<file path="config.mk">
export PLATFORM = sky130hd
export DESIGN_NAME = cmd_seq_top
export DESIGN_NICKNAME = d
export VERILOG_FILES = /design/src/source/cmd_seq_pkg.sv /design/src/source/cmd_seq_regs.sv /design/src/source/cmd_seq_mem.sv /design/src/source/cmd_seq_engine.sv /design/src/source/cmd_line_encoder.sv /design/src/source/cmd_seq_top.sv
export VERILOG_INCLUDE_DIRS = /design/src /design/src/include
export SDC_FILE = /design/constraint.sdc
export NUM_CORES = 2
export LEC_CHECK = 0
export BUFFER_PORTS_ARGS = -buffer_cell sky130_fd_sc_hd__buf_4
export CAP_MARGIN = 20
export CORE_MARGIN = 2
export CORE_UTILIZATION = 46
export CTS_BUF_LIST = sky130_fd_sc_hd__clkbuf_8
export DETAILED_ROUTE_END_ITERATION = 16
export GPL_TIMING_DRIVEN = 0
export PLACE_DENSITY_LB_ADDON = 0.12
export SKIP_LAST_GASP = 1
export SLEW_MARGIN = 20
export SYNTH_ARGS = -nofsm -noshare
export SYNTH_HDL_FRONTEND = slang
export SYNTH_HIERARCHICAL = 1
export SYNTH_SLANG_ARGS = --single-unit
</file>
<file path="constraint.sdc">
create_clock -name CMD_CLK_IN -period 9.8 [get_ports CMD_CLK_IN]
set_clock_uncertainty 0.1 [all_clocks]
set_input_delay 1.47 -clock CMD_CLK_IN [delete_from_list [all_inputs] [get_ports CMD_CLK_IN]]
set_output_delay 1.47 -clock CMD_CLK_IN [all_outputs]
set_load 0.005 [all_outputs]
</file>
<file path="src/include/cmd_seq_defs.svh">
// command sequencer constants
// register map, pattern memory geometry and bus widths
`ifndef CMD_SEQ_DEFS_SVH
`define CMD_SEQ_DEFS_SVH

`define CMD_SEQ_ADDR_W          12
`define CMD_SEQ_DATA_W          32
`define CMD_SEQ_CNT_W           16      // bit counts and loop offsets

// pattern memory, 64 x 32 = 2048 bits
`define CMD_SEQ_MEM_WORDS       64
`define CMD_SEQ_MEM_AW          6

// register byte addresses
`define CMD_SEQ_ADDR_CMD        12'h000 // wr bit0 start, bit1 soft reset; rd bit0 ready
`define CMD_SEQ_ADDR_CONF       12'h004
`define CMD_SEQ_ADDR_SIZE       12'h008
`define CMD_SEQ_ADDR_REPEAT     12'h00C
`define CMD_SEQ_ADDR_START_REP  12'h010
`define CMD_SEQ_ADDR_STOP_REP   12'h014
`define CMD_SEQ_ADDR_MEM_BASE   12'h100 // pattern word k at base + 4k
`define CMD_SEQ_ADDR_MEM_END    12'h200 // first byte past the pattern words

`endif

</file>
<file path="src/source/cmd_seq_pkg.sv">
// command sequencer types
// engine state encoding and the configuration word views
`include "cmd_seq_defs.svh"

package cmd_seq_pkg;

    typedef enum logic [1:0] {
        st_idle,
        st_fetch,   // first pattern word on its way out of memory
        st_send
    } seq_state_e;

    // field view of the CONF register, bit0 first
    typedef struct packed {
        logic [`CMD_SEQ_DATA_W-4:0] reserved;
        logic                       dis_cmd_pulse;  // bit2
        logic                       manchester;     // bit1
        logic                       en_ext_start;   // bit0
    } conf_fields_s;

    typedef union packed {
        logic [`CMD_SEQ_DATA_W-1:0] raw;    // as seen on the bus
        conf_fields_s               f;
    } conf_word_u;

endpackage

</file>
<file path="src/source/cmd_seq_regs.sv">
// command sequencer register slave
// AXI4-Lite access to configuration, start/soft reset commands and pattern memory
`timescale 1ns/1ps
`include "cmd_seq_defs.svh"

module cmd_seq_regs (
    input  logic                        CMD_CLK_IN,
    input  logic                        RST_CMD_CLK,
    // write channels
    input  logic [`CMD_SEQ_ADDR_W-1:0]  awaddr,
    input  logic                        awvalid,
    output logic                        awready,
    input  logic [`CMD_SEQ_DATA_W-1:0]  wdata,
    input  logic                        wvalid,
    output logic                        wready,
    output logic [1:0]                  bresp,
    output logic                        bvalid,
    input  logic                        bready,
    // read channels
    input  logic [`CMD_SEQ_ADDR_W-1:0]  araddr,
    input  logic                        arvalid,
    output logic                        arready,
    output logic [`CMD_SEQ_DATA_W-1:0]  rdata,
    output logic [1:0]                  rresp,
    output logic                        rvalid,
    input  logic                        rready,
    // engine side
    input  logic                        ready,
    output cmd_seq_pkg::conf_word_u     conf,
    output logic [`CMD_SEQ_CNT_W-1:0]   cmd_size,
    output logic [`CMD_SEQ_DATA_W-1:0]  repeat_count,
    output logic [`CMD_SEQ_CNT_W-1:0]   start_repeat,
    output logic [`CMD_SEQ_CNT_W-1:0]   stop_repeat,
    output logic                        start,
    // pattern memory write port
    output logic                        mem_we,
    output logic [`CMD_SEQ_MEM_AW-1:0]  mem_waddr,
    output logic [`CMD_SEQ_DATA_W-1:0]  mem_wdata
);

    logic                       wr_accept;
    logic                       wr_hs;
    logic                       wr_is_cmd;
    logic                       wr_is_mem;
    logic                       soft_rst;
    logic                       rd_accept;
    logic                       rd_hs;
    logic [`CMD_SEQ_DATA_W-1:0] rd_mux;

    assign bresp = 2'b00;   // always OKAY
    assign rresp = 2'b00;

    assign wr_accept = awvalid && wvalid && !awready && !bvalid;
    assign wr_hs     = awready && awvalid && wready && wvalid;
    assign wr_is_cmd = (awaddr == `CMD_SEQ_ADDR_CMD);
    assign wr_is_mem = (awaddr >= `CMD_SEQ_ADDR_MEM_BASE) && (awaddr < `CMD_SEQ_ADDR_MEM_END);
    assign soft_rst  = wr_hs && wr_is_cmd && wdata[1];

    assign rd_accept = arvalid && !arready && !rvalid;
    assign rd_hs     = arready && arvalid;

    // write address/data accepted together, response held until taken
    always_ff @(posedge CMD_CLK_IN) begin
        if (RST_CMD_CLK) begin
            awready <= 1'b0;
            wready  <= 1'b0;
            bvalid  <= 1'b0;
            start   <= 1'b0;
            mem_we  <= 1'b0;
        end else begin
            awready <= wr_accept;
            wready  <= wr_accept;
            if (wr_hs)
                bvalid <= 1'b1;
            else if (bready)
                bvalid <= 1'b0;
            start  <= wr_hs && wr_is_cmd && wdata[0];
            mem_we <= wr_hs && wr_is_mem;
        end
    end

    always_ff @(posedge CMD_CLK_IN) begin
        if (wr_hs) begin
            mem_waddr <= awaddr[`CMD_SEQ_MEM_AW+1:2];   // base is aligned to the array size
            mem_wdata <= wdata;
        end
    end

    // configuration, cleared by bus reset and soft reset alike
    always_ff @(posedge CMD_CLK_IN) begin
        if (RST_CMD_CLK || soft_rst) begin
            conf.raw     <= '0;
            cmd_size     <= '0;
            repeat_count <= {{(`CMD_SEQ_DATA_W-1){1'b0}}, 1'b1};
            start_repeat <= '0;
            stop_repeat  <= '0;
        end else if (wr_hs) begin
            case (awaddr)
                `CMD_SEQ_ADDR_CONF:      conf.raw     <= wdata;
                `CMD_SEQ_ADDR_SIZE:      cmd_size     <= wdata[`CMD_SEQ_CNT_W-1:0];
                `CMD_SEQ_ADDR_REPEAT:    repeat_count <= wdata;
                `CMD_SEQ_ADDR_START_REP: start_repeat <= wdata[`CMD_SEQ_CNT_W-1:0];
                `CMD_SEQ_ADDR_STOP_REP:  stop_repeat  <= wdata[`CMD_SEQ_CNT_W-1:0];
                default: ;
            endcase
        end
    end

    // readback, pattern memory and unmapped space read as zero
    always_comb begin
        case (araddr)
            `CMD_SEQ_ADDR_CMD:       rd_mux = {{(`CMD_SEQ_DATA_W-1){1'b0}}, ready};
            `CMD_SEQ_ADDR_CONF:      rd_mux = conf.raw;
            `CMD_SEQ_ADDR_SIZE:      rd_mux = {{(`CMD_SEQ_DATA_W-`CMD_SEQ_CNT_W){1'b0}}, cmd_size};
            `CMD_SEQ_ADDR_REPEAT:    rd_mux = repeat_count;
            `CMD_SEQ_ADDR_START_REP: rd_mux = {{(`CMD_SEQ_DATA_W-`CMD_SEQ_CNT_W){1'b0}},
                                               start_repeat};
            `CMD_SEQ_ADDR_STOP_REP:  rd_mux = {{(`CMD_SEQ_DATA_W-`CMD_SEQ_CNT_W){1'b0}},
                                               stop_repeat};
            default:                 rd_mux = '0;
        endcase
    end

    always_ff @(posedge CMD_CLK_IN) begin
        if (RST_CMD_CLK) begin
            arready <= 1'b0;
            rvalid  <= 1'b0;
        end else begin
            arready <= rd_accept;
            if (rd_hs)
                rvalid <= 1'b1;
            else if (rready)
                rvalid <= 1'b0;
        end
    end

    always_ff @(posedge CMD_CLK_IN) begin
        if (rd_hs)
            rdata <= rd_mux;
    end

    // held responses stay up and keep the channel closed to new requests
    a_bvalid_hold: assert property (@(posedge CMD_CLK_IN) disable iff (RST_CMD_CLK)
        bvalid && !bready |=> bvalid && !awready);
    a_rvalid_hold: assert property (@(posedge CMD_CLK_IN) disable iff (RST_CMD_CLK)
        rvalid && !rready |=> rvalid && !arready);

endmodule

</file>
<file path="src/source/cmd_seq_mem.sv">
// command pattern memory
// bus write port, registered read port for the engine
`timescale 1ns/1ps
`include "cmd_seq_defs.svh"

module cmd_seq_mem (
    input  logic                        CMD_CLK_IN,
    input  logic                        we,
    input  logic [`CMD_SEQ_MEM_AW-1:0]  waddr,
    input  logic [`CMD_SEQ_DATA_W-1:0]  wdata,
    input  logic [`CMD_SEQ_MEM_AW-1:0]  raddr,
    output logic [`CMD_SEQ_DATA_W-1:0]  rdata
);

    // msb of word 0 is the first bit on the line
    logic [`CMD_SEQ_DATA_W-1:0] words [`CMD_SEQ_MEM_WORDS];

    always_ff @(posedge CMD_CLK_IN) begin
        if (we)
            words[waddr] <= wdata;
    end

    // one cycle read latency
    always_ff @(posedge CMD_CLK_IN) begin
        rdata <= words[raddr];
    end

endmodule

</file>
<file path="src/source/cmd_seq_engine.sv">
// command sequence engine
// walks the pattern with inner-loop repeats, feeds the line encoder, reports ready
`timescale 1ns/1ps
`include "cmd_seq_defs.svh"

module cmd_seq_engine (
    input  logic                        CMD_CLK_IN,
    input  logic                        RST_CMD_CLK,
    input  logic                        start,
    input  logic                        ext_start,
    input  cmd_seq_pkg::conf_word_u     conf,
    input  logic [`CMD_SEQ_CNT_W-1:0]   cmd_size,
    input  logic [`CMD_SEQ_DATA_W-1:0]  repeat_count,
    input  logic [`CMD_SEQ_CNT_W-1:0]   start_repeat,
    input  logic [`CMD_SEQ_CNT_W-1:0]   stop_repeat,
    input  logic [`CMD_SEQ_DATA_W-1:0]  mem_rdata,
    input  logic                        advance,
    output logic [`CMD_SEQ_MEM_AW-1:0]  mem_raddr,
    output logic                        bit_valid,
    output logic                        bit_value,
    output logic                        cmd_start_flag,
    output logic                        ready
);

    cmd_seq_pkg::seq_state_e state;

    logic [`CMD_SEQ_CNT_W-1:0]  idx;        // bit on the encoder input
    logic [`CMD_SEQ_CNT_W-1:0]  next_idx;
    logic [`CMD_SEQ_CNT_W-1:0]  fetch_idx;
    logic [`CMD_SEQ_CNT_W-1:0]  loop_last;  // last bit of the repeated region
    logic [`CMD_SEQ_CNT_W-1:0]  size_last;
    logic [`CMD_SEQ_DATA_W-1:0] rep_total;
    logic [`CMD_SEQ_DATA_W-1:0] rep_left;   // loop-backs still to do
    logic                       launch;
    logic                       do_loop;
    logic                       last_bit;

    assign launch = start || (ext_start && conf.f.en_ext_start);

    assign loop_last = cmd_size - stop_repeat - 1'b1;
    assign size_last = cmd_size - 1'b1;
    assign rep_total = (repeat_count == '0) ? {{(`CMD_SEQ_DATA_W-1){1'b0}}, 1'b1}
                                            : repeat_count;

    assign do_loop  = (idx == loop_last) && (rep_left != '0);
    assign last_bit = (idx == size_last) && !do_loop;
    assign next_idx = do_loop ? start_repeat : idx + 1'b1;

    assign bit_valid = (state == cmd_seq_pkg::st_send);
    assign bit_value = mem_rdata[~idx[4:0]];   // msb first within a word

    // look one bit ahead on the advance cycle so the word is ready at the boundary
    always_comb begin
        fetch_idx = idx;
        if (bit_valid && advance)
            fetch_idx = next_idx;
    end

    assign mem_raddr = fetch_idx[`CMD_SEQ_MEM_AW+4:5];

    always_ff @(posedge CMD_CLK_IN) begin
        if (RST_CMD_CLK) begin
            state    <= cmd_seq_pkg::st_idle;
            idx      <= '0;
            rep_left <= '0;
        end else begin
            case (state)
                cmd_seq_pkg::st_idle: begin
                    if (launch) begin   // starts while busy are dropped here
                        state    <= cmd_seq_pkg::st_fetch;
                        idx      <= '0;
                        rep_left <= rep_total - 1'b1;
                    end
                end
                cmd_seq_pkg::st_fetch: begin
                    state <= cmd_seq_pkg::st_send;  // word 0 in mem_rdata next
                end
                cmd_seq_pkg::st_send: begin
                    if (advance) begin
                        if (last_bit) begin
                            state <= cmd_seq_pkg::st_idle;
                            idx   <= '0;
                        end else begin
                            idx <= next_idx;
                        end
                        if (do_loop)
                            rep_left <= rep_left - 1'b1;
                    end
                end
                default: state <= cmd_seq_pkg::st_idle;
            endcase
        end
    end

    // ready and start flag line up with the encoder's registered output
    always_ff @(posedge CMD_CLK_IN) begin
        if (RST_CMD_CLK) begin
            ready          <= 1'b1;
            cmd_start_flag <= 1'b0;
        end else begin
            ready          <= !bit_valid;
            cmd_start_flag <= bit_valid && ready && !conf.f.dis_cmd_pulse;    // first bit only
        end
    end

    a_state_legal: assert property (@(posedge CMD_CLK_IN) disable iff (RST_CMD_CLK)
        state inside {cmd_seq_pkg::st_idle, cmd_seq_pkg::st_fetch, cmd_seq_pkg::st_send});

    // ready only overlaps the first bit handed to the encoder
    a_no_bit_when_ready: assert property (@(posedge CMD_CLK_IN) disable iff (RST_CMD_CLK)
        bit_valid && ready |-> $past(state) == cmd_seq_pkg::st_fetch);

endmodule

</file>
<file path="src/source/cmd_line_encoder.sv">
// command line encoder
// NRZ or IEEE 802.3 Manchester coding of the engine bit stream
`timescale 1ns/1ps

module cmd_line_encoder (
    input  logic CMD_CLK_IN,
    input  logic RST_CMD_CLK,
    input  logic manchester,
    input  logic bit_valid,
    input  logic bit_value,
    output logic advance,
    output logic cmd_data
);

    logic phase;        // second half of a manchester bit
    logic line_next;

    // last cycle of the bit period
    assign advance = bit_valid && (!manchester || phase);

    always_comb begin
        if (!bit_valid)
            line_next = 1'b0;           // idle line low
        else if (manchester && !phase)
            line_next = !bit_value;     // inverted first half
        else
            line_next = bit_value;
    end

    always_ff @(posedge CMD_CLK_IN) begin
        if (RST_CMD_CLK) begin
            phase    <= 1'b0;
            cmd_data <= 1'b0;
        end else begin
            phase    <= bit_valid && manchester && !phase;
            cmd_data <= line_next;
        end
    end

endmodule

</file>
<file path="src/source/cmd_seq_top.sv">
// command sequencer top
// register slave, pattern memory, sequencing engine and line encoder
`timescale 1ns/1ps
`include "cmd_seq_defs.svh"

module cmd_seq_top (
    input  logic                        CMD_CLK_IN,
    input  logic                        RST_CMD_CLK,
    input  logic [`CMD_SEQ_ADDR_W-1:0]  awaddr,
    input  logic                        awvalid,
    output logic                        awready,
    input  logic [`CMD_SEQ_DATA_W-1:0]  wdata,
    input  logic                        wvalid,
    output logic                        wready,
    output logic [1:0]                  bresp,
    output logic                        bvalid,
    input  logic                        bready,
    input  logic [`CMD_SEQ_ADDR_W-1:0]  araddr,
    input  logic                        arvalid,
    output logic                        arready,
    output logic [`CMD_SEQ_DATA_W-1:0]  rdata,
    output logic [1:0]                  rresp,
    output logic                        rvalid,
    input  logic                        rready,
    input  logic                        ext_start,
    output logic                        cmd_data,
    output logic                        cmd_start_flag,
    output logic                        cmd_ready
);

    cmd_seq_pkg::conf_word_u    conf;
    logic [`CMD_SEQ_CNT_W-1:0]  cmd_size;
    logic [`CMD_SEQ_DATA_W-1:0] repeat_count;
    logic [`CMD_SEQ_CNT_W-1:0]  start_repeat;
    logic [`CMD_SEQ_CNT_W-1:0]  stop_repeat;
    logic                       start;
    logic                       mem_we;
    logic [`CMD_SEQ_MEM_AW-1:0] mem_waddr;
    logic [`CMD_SEQ_DATA_W-1:0] mem_wdata;
    logic [`CMD_SEQ_MEM_AW-1:0] mem_raddr;
    logic [`CMD_SEQ_DATA_W-1:0] mem_rdata;
    logic                       bit_valid;
    logic                       bit_value;
    logic                       advance;

    cmd_seq_regs u_regs (
        .CMD_CLK_IN(CMD_CLK_IN), .RST_CMD_CLK(RST_CMD_CLK),
        .awaddr(awaddr), .awvalid(awvalid), .awready(awready),
        .wdata(wdata), .wvalid(wvalid), .wready(wready),
        .bresp(bresp), .bvalid(bvalid), .bready(bready),
        .araddr(araddr), .arvalid(arvalid), .arready(arready),
        .rdata(rdata), .rresp(rresp), .rvalid(rvalid), .rready(rready),
        .ready(cmd_ready), .conf(conf), .cmd_size(cmd_size),
        .repeat_count(repeat_count), .start_repeat(start_repeat),
        .stop_repeat(stop_repeat), .start(start),
        .mem_we(mem_we), .mem_waddr(mem_waddr), .mem_wdata(mem_wdata)
    );

    cmd_seq_mem u_mem (
        .CMD_CLK_IN(CMD_CLK_IN), .we(mem_we), .waddr(mem_waddr),
        .wdata(mem_wdata), .raddr(mem_raddr), .rdata(mem_rdata)
    );

    cmd_seq_engine u_engine (
        .CMD_CLK_IN(CMD_CLK_IN), .RST_CMD_CLK(RST_CMD_CLK),
        .start(start), .ext_start(ext_start), .conf(conf),
        .cmd_size(cmd_size), .repeat_count(repeat_count),
        .start_repeat(start_repeat), .stop_repeat(stop_repeat),
        .mem_rdata(mem_rdata), .advance(advance), .mem_raddr(mem_raddr),
        .bit_valid(bit_valid), .bit_value(bit_value),
        .cmd_start_flag(cmd_start_flag), .ready(cmd_ready)
    );

    cmd_line_encoder u_encoder (
        .CMD_CLK_IN(CMD_CLK_IN), .RST_CMD_CLK(RST_CMD_CLK),
        .manchester(conf.f.manchester), .bit_valid(bit_valid),
        .bit_value(bit_value), .advance(advance), .cmd_data(cmd_data)
    );

endmodule

</file>
Word level (Yosys, flattened, before mapping)
Memories as Yosys holds them, arrays and structs flattened. A register that Yosys moved wholly into a read port is not among the register bits.
Cells that the tools add are included.
{"block": "op_classes", "add_sub_neg": 6, "n_lt_le_gt_ge": 3, "n_eq_ne": 18, "n_mux": 25, "n_bitwise": 2, "reduce_logical": 54}
{"operator": "$pmux W32 S6", "n": 1}
{"operator": "$mux W32", "n": 4}
{"operator": "$mux W16", "n": 4}
{"operator": "$pmux W32 S2", "n": 1}
{"operator": "$sub A32 B1 Y32 const B", "n": 2}
{"operator": "$eq A12 B4 Y1 const B", "n": 4}
{"operator": "$eq A12 B5 Y1 const B", "n": 4}
{"operator": "$eq A16 B16 Y1", "n": 2}
{"operator": "$logic_not A32 Y1", "n": 1}
{"operator": "$pmux W16 S2", "n": 1}
{"operator": "$reduce_bool A32 Y1", "n": 1}
{"operator": "$sub A16 B1 Y16 const B", "n": 2}
{"operator": "$eq A12 B3 Y1 const B", "n": 2}
{"operator": "$logic_and A1 B1 Y1", "n": 24}
{"operator": "$logic_not A12 Y1", "n": 2}
{"operator": "$add A16 B1 Y16 const B", "n": 1}
{"operator": "$sub A16 B16 Y16", "n": 1}
{"operator": "$ge A12 B9 Y1 const B", "n": 1}
{"operator": "$lt A12 B10 Y1 const B", "n": 1}
{"operator": "$mux W11", "n": 1}
{"operator": "$logic_not A1 Y1", "n": 10}
{"operator": "$reduce_and A2 Y1", "n": 5}
{"operator": "$mux W1", "n": 8}
{"operator": "$lt A5 B6 Y1 const B", "n": 1}
{"operator": "15 further kinds", "n": 24}
{"block": "word_totals", "regBits": 242, "mem_bits_rw": 2048, "inputBits": 64, "out_inout_bits": 44, "word_cells": 130, "n_memories": 1}
{"memory": "u_mem.words", "words": 64, "width": 32, "read_ports": 1, "rd_ports_with_merged_regs": 1, "wr": 1, "line": "cmd_seq_mem.sv:16", "text": "logic [`CMD_SEQ_DATA_W-1:0] words [`CMD_SEQ_MEM_WORDS];"}

Longest topological paths before layout
{"block": "logic_depth", "ltp_word": 9, "ltp_mapped": 24, "mapped_depth_nobuf": 17}

Cells and area by module
Netlist, hierarchy kept.
{"module": "cmd_seq_mem", "n_inst": 1, "cells_each": 3324, "area_each_um2": 78515.3, "seq_area_each_um2": 62139.6}
{"module": "cmd_seq_regs", "n_inst": 1, "cells_each": 754, "area_each_um2": 8191.6, "seq_area_each_um2": 4464.3}
{"module": "cmd_seq_engine", "n_inst": 1, "cells_each": 867, "area_each_um2": 6199.7, "seq_area_each_um2": 1041.0}
{"module": "cmd_line_encoder", "n_inst": 1, "cells_each": 8, "area_each_um2": 75.1, "seq_area_each_um2": 40.0}

Least setup slack after synthesis
Ideal clock, no wire load.
{"block": "synth_path", "kind": "reg2reg", "startpoint": "reg u_regs.cmd_size[0]", "endpoint": "reg u_mem.rdata[13], read port of u_mem.words", "arrival_ps": 4976, "slack_ps": 4607, "path_stages_with_launch": 20, "n_path_buf": 5, "period_less_slack_ps": 5193, "cell_sequence": "dfxtp_1 ha_1 fa_1 a211oi_4 o211ai_2 and2_0 a311o_1 or4_4 and4b_1 buf_2 buf_2 a21oi_1 o21ai_0 buf_4 buf_6 buf_2 mux4_2 mux4_2 o22ai_1 nor2_1"}
{"block": "synth_between", "elab_chain_len": 6}
{"item": "start: declaration", "line": "cmd_seq_regs.sv:30", "text": "output logic [`CMD_SEQ_CNT_W-1:0] cmd_size,"}
{"item": "start signal: assignment", "line": "cmd_seq_regs.sv:100", "text": "`CMD_SEQ_ADDR_SIZE: cmd_size <= wdata[`CMD_SEQ_CNT_W-1:0];"}
{"item": "$sub A16 B16 Y16", "line": "cmd_seq_engine.sv:40", "text": "assign loop_last = cmd_size - stop_repeat - 1'b1;"}
{"item": "$sub A16 B1 Y16", "line": "cmd_seq_engine.sv:40"}
{"item": "$eq A16 B16 Y1", "line": "cmd_seq_engine.sv:45", "text": "assign do_loop = (idx == loop_last) && (rep_left != '0);"}
{"item": "$logic_and A1 B1 Y1", "line": "cmd_seq_engine.sv:45"}
{"item": "$mux W16", "line": "cmd_seq_engine.sv:47", "text": "assign next_idx = do_loop ? start_repeat : idx + 1'b1;"}
{"item": "$mux W11", "line": "cmd_seq_engine.sv:55", "text": "if (bit_valid && advance)"}
{"item": "net mem_raddr[0]", "line": "cmd_seq_top.sv:40", "text": "logic [`CMD_SEQ_MEM_AW-1:0] mem_raddr;"}
{"item": "end: declaration", "line": "cmd_seq_mem.sv:12", "text": "output logic [`CMD_SEQ_DATA_W-1:0] rdata"}
The timed path passes the listed nets, and every way through them passes these cells.
A chain may end at the register's enable or synchronous reset.

Worst setup path after layout
{"block": "layout_path", "startpoint": "reg u_engine.state[1]", "endpoint": "reg u_mem.rdata[13], read port of u_mem.words"}
{"block": "layout_between", "elab_chain_len": 4}
{"item": "start: declaration", "line": "cmd_seq_engine.sv:25", "text": "cmd_seq_pkg::seq_state_e state;"}
{"item": "start signal: assignment", "line": "cmd_seq_engine.sv:63", "text": "state <= cmd_seq_pkg::st_idle;"}
{"item": "start signal: assignment", "line": "cmd_seq_engine.sv:70", "text": "state <= cmd_seq_pkg::st_fetch;"}
{"item": "start signal: assignment", "line": "cmd_seq_engine.sv:76", "text": "state <= cmd_seq_pkg::st_send;"}
{"item": "$eq A2 B2 Y1", "line": "cmd_seq_engine.sv:49", "text": "assign bit_valid = (state == cmd_seq_pkg::st_send);"}
{"item": "net bit_valid", "line": "cmd_seq_top.sv:42", "text": "logic bit_valid;"}
{"item": "$logic_and A1 B1 Y1", "line": "cmd_line_encoder.sv:19", "text": "assign advance = bit_valid && (!manchester || phase);"}
{"item": "net advance", "line": "cmd_seq_top.sv:44", "text": "logic advance;"}
{"item": "$logic_and A1 B1 Y1", "line": "cmd_seq_engine.sv:55"}
{"item": "$mux W11", "line": "cmd_seq_engine.sv:55"}
{"item": "net mem_raddr[1]", "line": "cmd_seq_top.sv:40"}
The timed path passes the listed nets, and every way through them passes these cells.

==> impl_metrics.ini <==
[run_status]
status = complete, no violations

[global_routing]
grt_use_total = 0.298
antenna_found_initial = 15
first_global_vias = 52900
overflow = 0
grt_max_degree = 44
grt_pass1_wl_mm = 421

[cts]
cts_max_path_buffers = 4
htree_levels = 5
clkTransAtPathRegs_ns = 0.06
cts_resized = 0
clock_latency_ns = 1.09
cts_tree = built
cts.sinks = 2322
hold_buffers = 0
post_cts_buffers = 0
root_buffer = clkbuf_8
cts-buffers-inserted = 397

[power]
power_density_nw_per_um2 = 172
leakage_nw = 34.4
peakVddDrop_mv = 0.145
internal_power_w = 0.0148
p_seq_frac = 0.568
clkPwrFrac = 0.424
p_comb_frac = 0.009
p_sw_w = 0.00402
power.share.switching = 0.213

[die]
die_x_um = 454
io_pins = 108
dieArea_um2 = 206000
row_count = 165
start_util = 0.461
core_area_um2 = 201000
fp.dieH_um = 454

[placement]
dpl_cell_area_um2 = 103000
gp_congestion = 0.949
dp_hpwl_mm = 215
buffer_ports.inserted = 101

[routing]
drc = 0
avgRoutedWirePerCell_um = 35.6
via_per_inst = 6.30
first_iter_violations = 7577
drt-total-wl_mm = 308
antenna_left = 0
drt_first_pass_iters = 8
via_count = 54600

[timing]
fin_crit_ns = 8.96
setup_violations = 0
setup_tns_ns = 0
max_slew_margin = 0.195
period_share = 0.914
slew_violations = 0
max_slew.worst_pin.slew_ns = 1.21
max_freq_mhz = 112
rsz0062_at_grt = false
finalHoldViolations = 0

[synth]
synth_top_area_frac = 0.684
syn_avg_cell_area_um2 = 18.8
synthTopCellsByArea = edfxtp_1 (68%), mux4_2 (13%), dfxtp_1 (4.4%), mux2i_1 (1.6%), o21ai_0 (0.96%)
ys.flop_type = edfxtp_1
yosys.area.top_type = edfxtp_1
synth-seq-cells = 2322
ys_types = 94
synth_edf_count = 2118
yosysWarnings = 6
synth_area_um2 = 93000
yosysSeqAreaShare = 0.728
synth-async-reset-ratio = 0
synthCells = 4953

[setup_path]
critPathRequiredTime_ns = 10.63
crit_path_max_incr_delay_ns = 0.86
slowest_stage = buf_1
crit_arrival_ns = 9.79
critical_path_class = flip-flop to flip-flop
crit_fanout = 11
path_cells = nand2b_1, inv_1, buf_4, buf_2, buf_1, buf_1, clkbuf_1, and2_1, nand2_1, buf_2, o21ai_1, buf_2, buf_2, buf_2, buf_1, nand3b_1, o221ai_1, a21oi_1, a21oi_1, nor2_1
cp-start-kind = flip-flop
crit_family = buffers and inverters
path_buf_inv = 11
cpMostUsedCell = buf_2
cp-end-kind = flip-flop

[finish]
drive_gt1_frac = 0.290
final_net_count = 5774
final_common_cell = edfxtp_1
stdcell_area_um2 = 110000
area_delta_synth_final_pct = 17.9
layout_common_cells = edfxtp_1 (2118), mux4_2 (555), clkbuf_8 (420), dfxtp_1 (204), o21ai_0 (177)

[hold_path]
worst_hold_path_type = flip-flop to flip-flop

[run]
drv_cap = 0
-- synthesized netlist by cell type (10+ instances only) --
cell,number
o22ai_1,90
o22ai_2,10
nand3b_1,11
or3_1,19
a311oi_1,11
ha_1,18
o211ai_1,10
and3_1,19
mux2_2,19
buf_2,89
buf_4,36
mux4_2,555
nor2b_1,19
inv_1,29
nand4_1,134
buf_1,34
nor4_1,27
and2_1,16
nand2_1,113
edfxtp_1,2118
a21oi_1,148
clkbuf_1,153
a21oi_2,81
a211oi_1,15
nand2b_1,24
nor3_1,49
xnor2_1,33
nand3_1,32
dfxtp_1,204
a22oi_1,39
o21ai_0,178
o21ai_1,11
xor2_1,17
nor2_1,237
o221ai_1,27
buf_6,17
mux2i_1,145
a31oi_1,16
nor3b_1,12
-- worst paths after layout --
kind                            cells past startpoint              start  slack (ns)               to
worst min-delay path                                1     u_regs/arready        0.35   u_regs/arready
worst max-delay path                               20  u_engine/state[1]        0.84  u_mem/rdata[13]
worst min register to register                      1     u_regs/arready        0.35   u_regs/arready
worst max register to register                     20  u_engine/state[1]        0.84  u_mem/rdata[13]
-- power groups by stage --
stage | Combinational, W | Sequential, W | Clock [W]
after CTS | 0.000162 | 0.0107 | 0.00811
after floorplan | 0.0000521 | 0.0109 | 0
after detailed placement | 0.000161 | 0.0109 | 0
final | 0.000166 | 0.0107 | 0.00798
after global placement | 0.000122 | 0.0109 | 0
after global routing | 0.000172 | 0.0107 | 0.00852
-- layer usage --
layer / up-vias / GRT usage / wire (um)
met2: 3113 / 0.472 / 146000
met3: 623 / 0.0507 / 26800
met1: 28800 / 0.404 / 119000
li1: 22000 / - / -
met5: - / 0 / 0
met4: 0 / 0.141 / 15700
-- flip-flops by register name, indices dropped and copies added, names as in the netlist, 2 cells and up --
register,cells
u_regs/stop_repeat,16
u_regs/repeat_count,32
u_regs/conf,32
u_mem/words,2048
u_engine/idx,16
u_regs/cmd_size,16
u_engine/state,2
u_regs/start_repeat,16
u_mem/rdata,32
u_regs/mem_wdata,32
u_regs/mem_waddr,6
u_regs/rdata,32
u_engine/rep_left,32
-- logic make-up (layout without fill, tap and decap cells) --
kind of cell / Yosys count / after routing / share of synthesized area
XOR/XNOR: 51 / 51 / 0.00495
AND/OR/NAND/NOR: 768 / 768 / 0.0431
multiplexers: 719 / 719 / 0.152
AO/OA/AOI/OAI: 713 / 713 / 0.0504
other: 1 / 9 / 0.0000403
flip-flops: 2322 / 2322 / 0.728
buffers and inverters: 360 / 1382 / 0.0186
adder cells (fa/ha/maj): 19 / 19 / 0.00264
-- metrics by stage --
step | cells | hold WS, ns | power [W] | util | worst slack [ns]
floorplan | 4956 | 0.313 | 0.0110 | - | 4.61
global placement | 7729 | 0.331 | 0.0110 | 0.482 | 0.906
detailed placement | 7964 | 0.340 | 0.0111 | 0.509 | 0.972
CTS | 8650 | 0.349 | 0.0190 | 0.544 | 0.972
global route | 8654 | 0.370 | 0.0194 | 0.544 | 0.791
finish | 8655 | 0.348 | 0.0188 | 0.544 | 0.839
-- final cells by class --
type                       count  area, um^2
antenna                        5        12.5
buffer                       330        1640
clock buffer                 420        5780
clock inverter               266        1250
fill                       15900       91900
inverter                      30         113
multi-input combinational   2274       24100
sequential                  2322       67700
tap                         2672        3340
timing repair buffer         336        5740
-- worst register-to-register path, delay by kind of cell, from the launching register on --
kind,cells,cell delay (ns)
flops,1,0.48
simple gates,5,1.53
buf+inv,11,5.10
compound gates,4,1.65
Power figures use the tool's default switching activity.
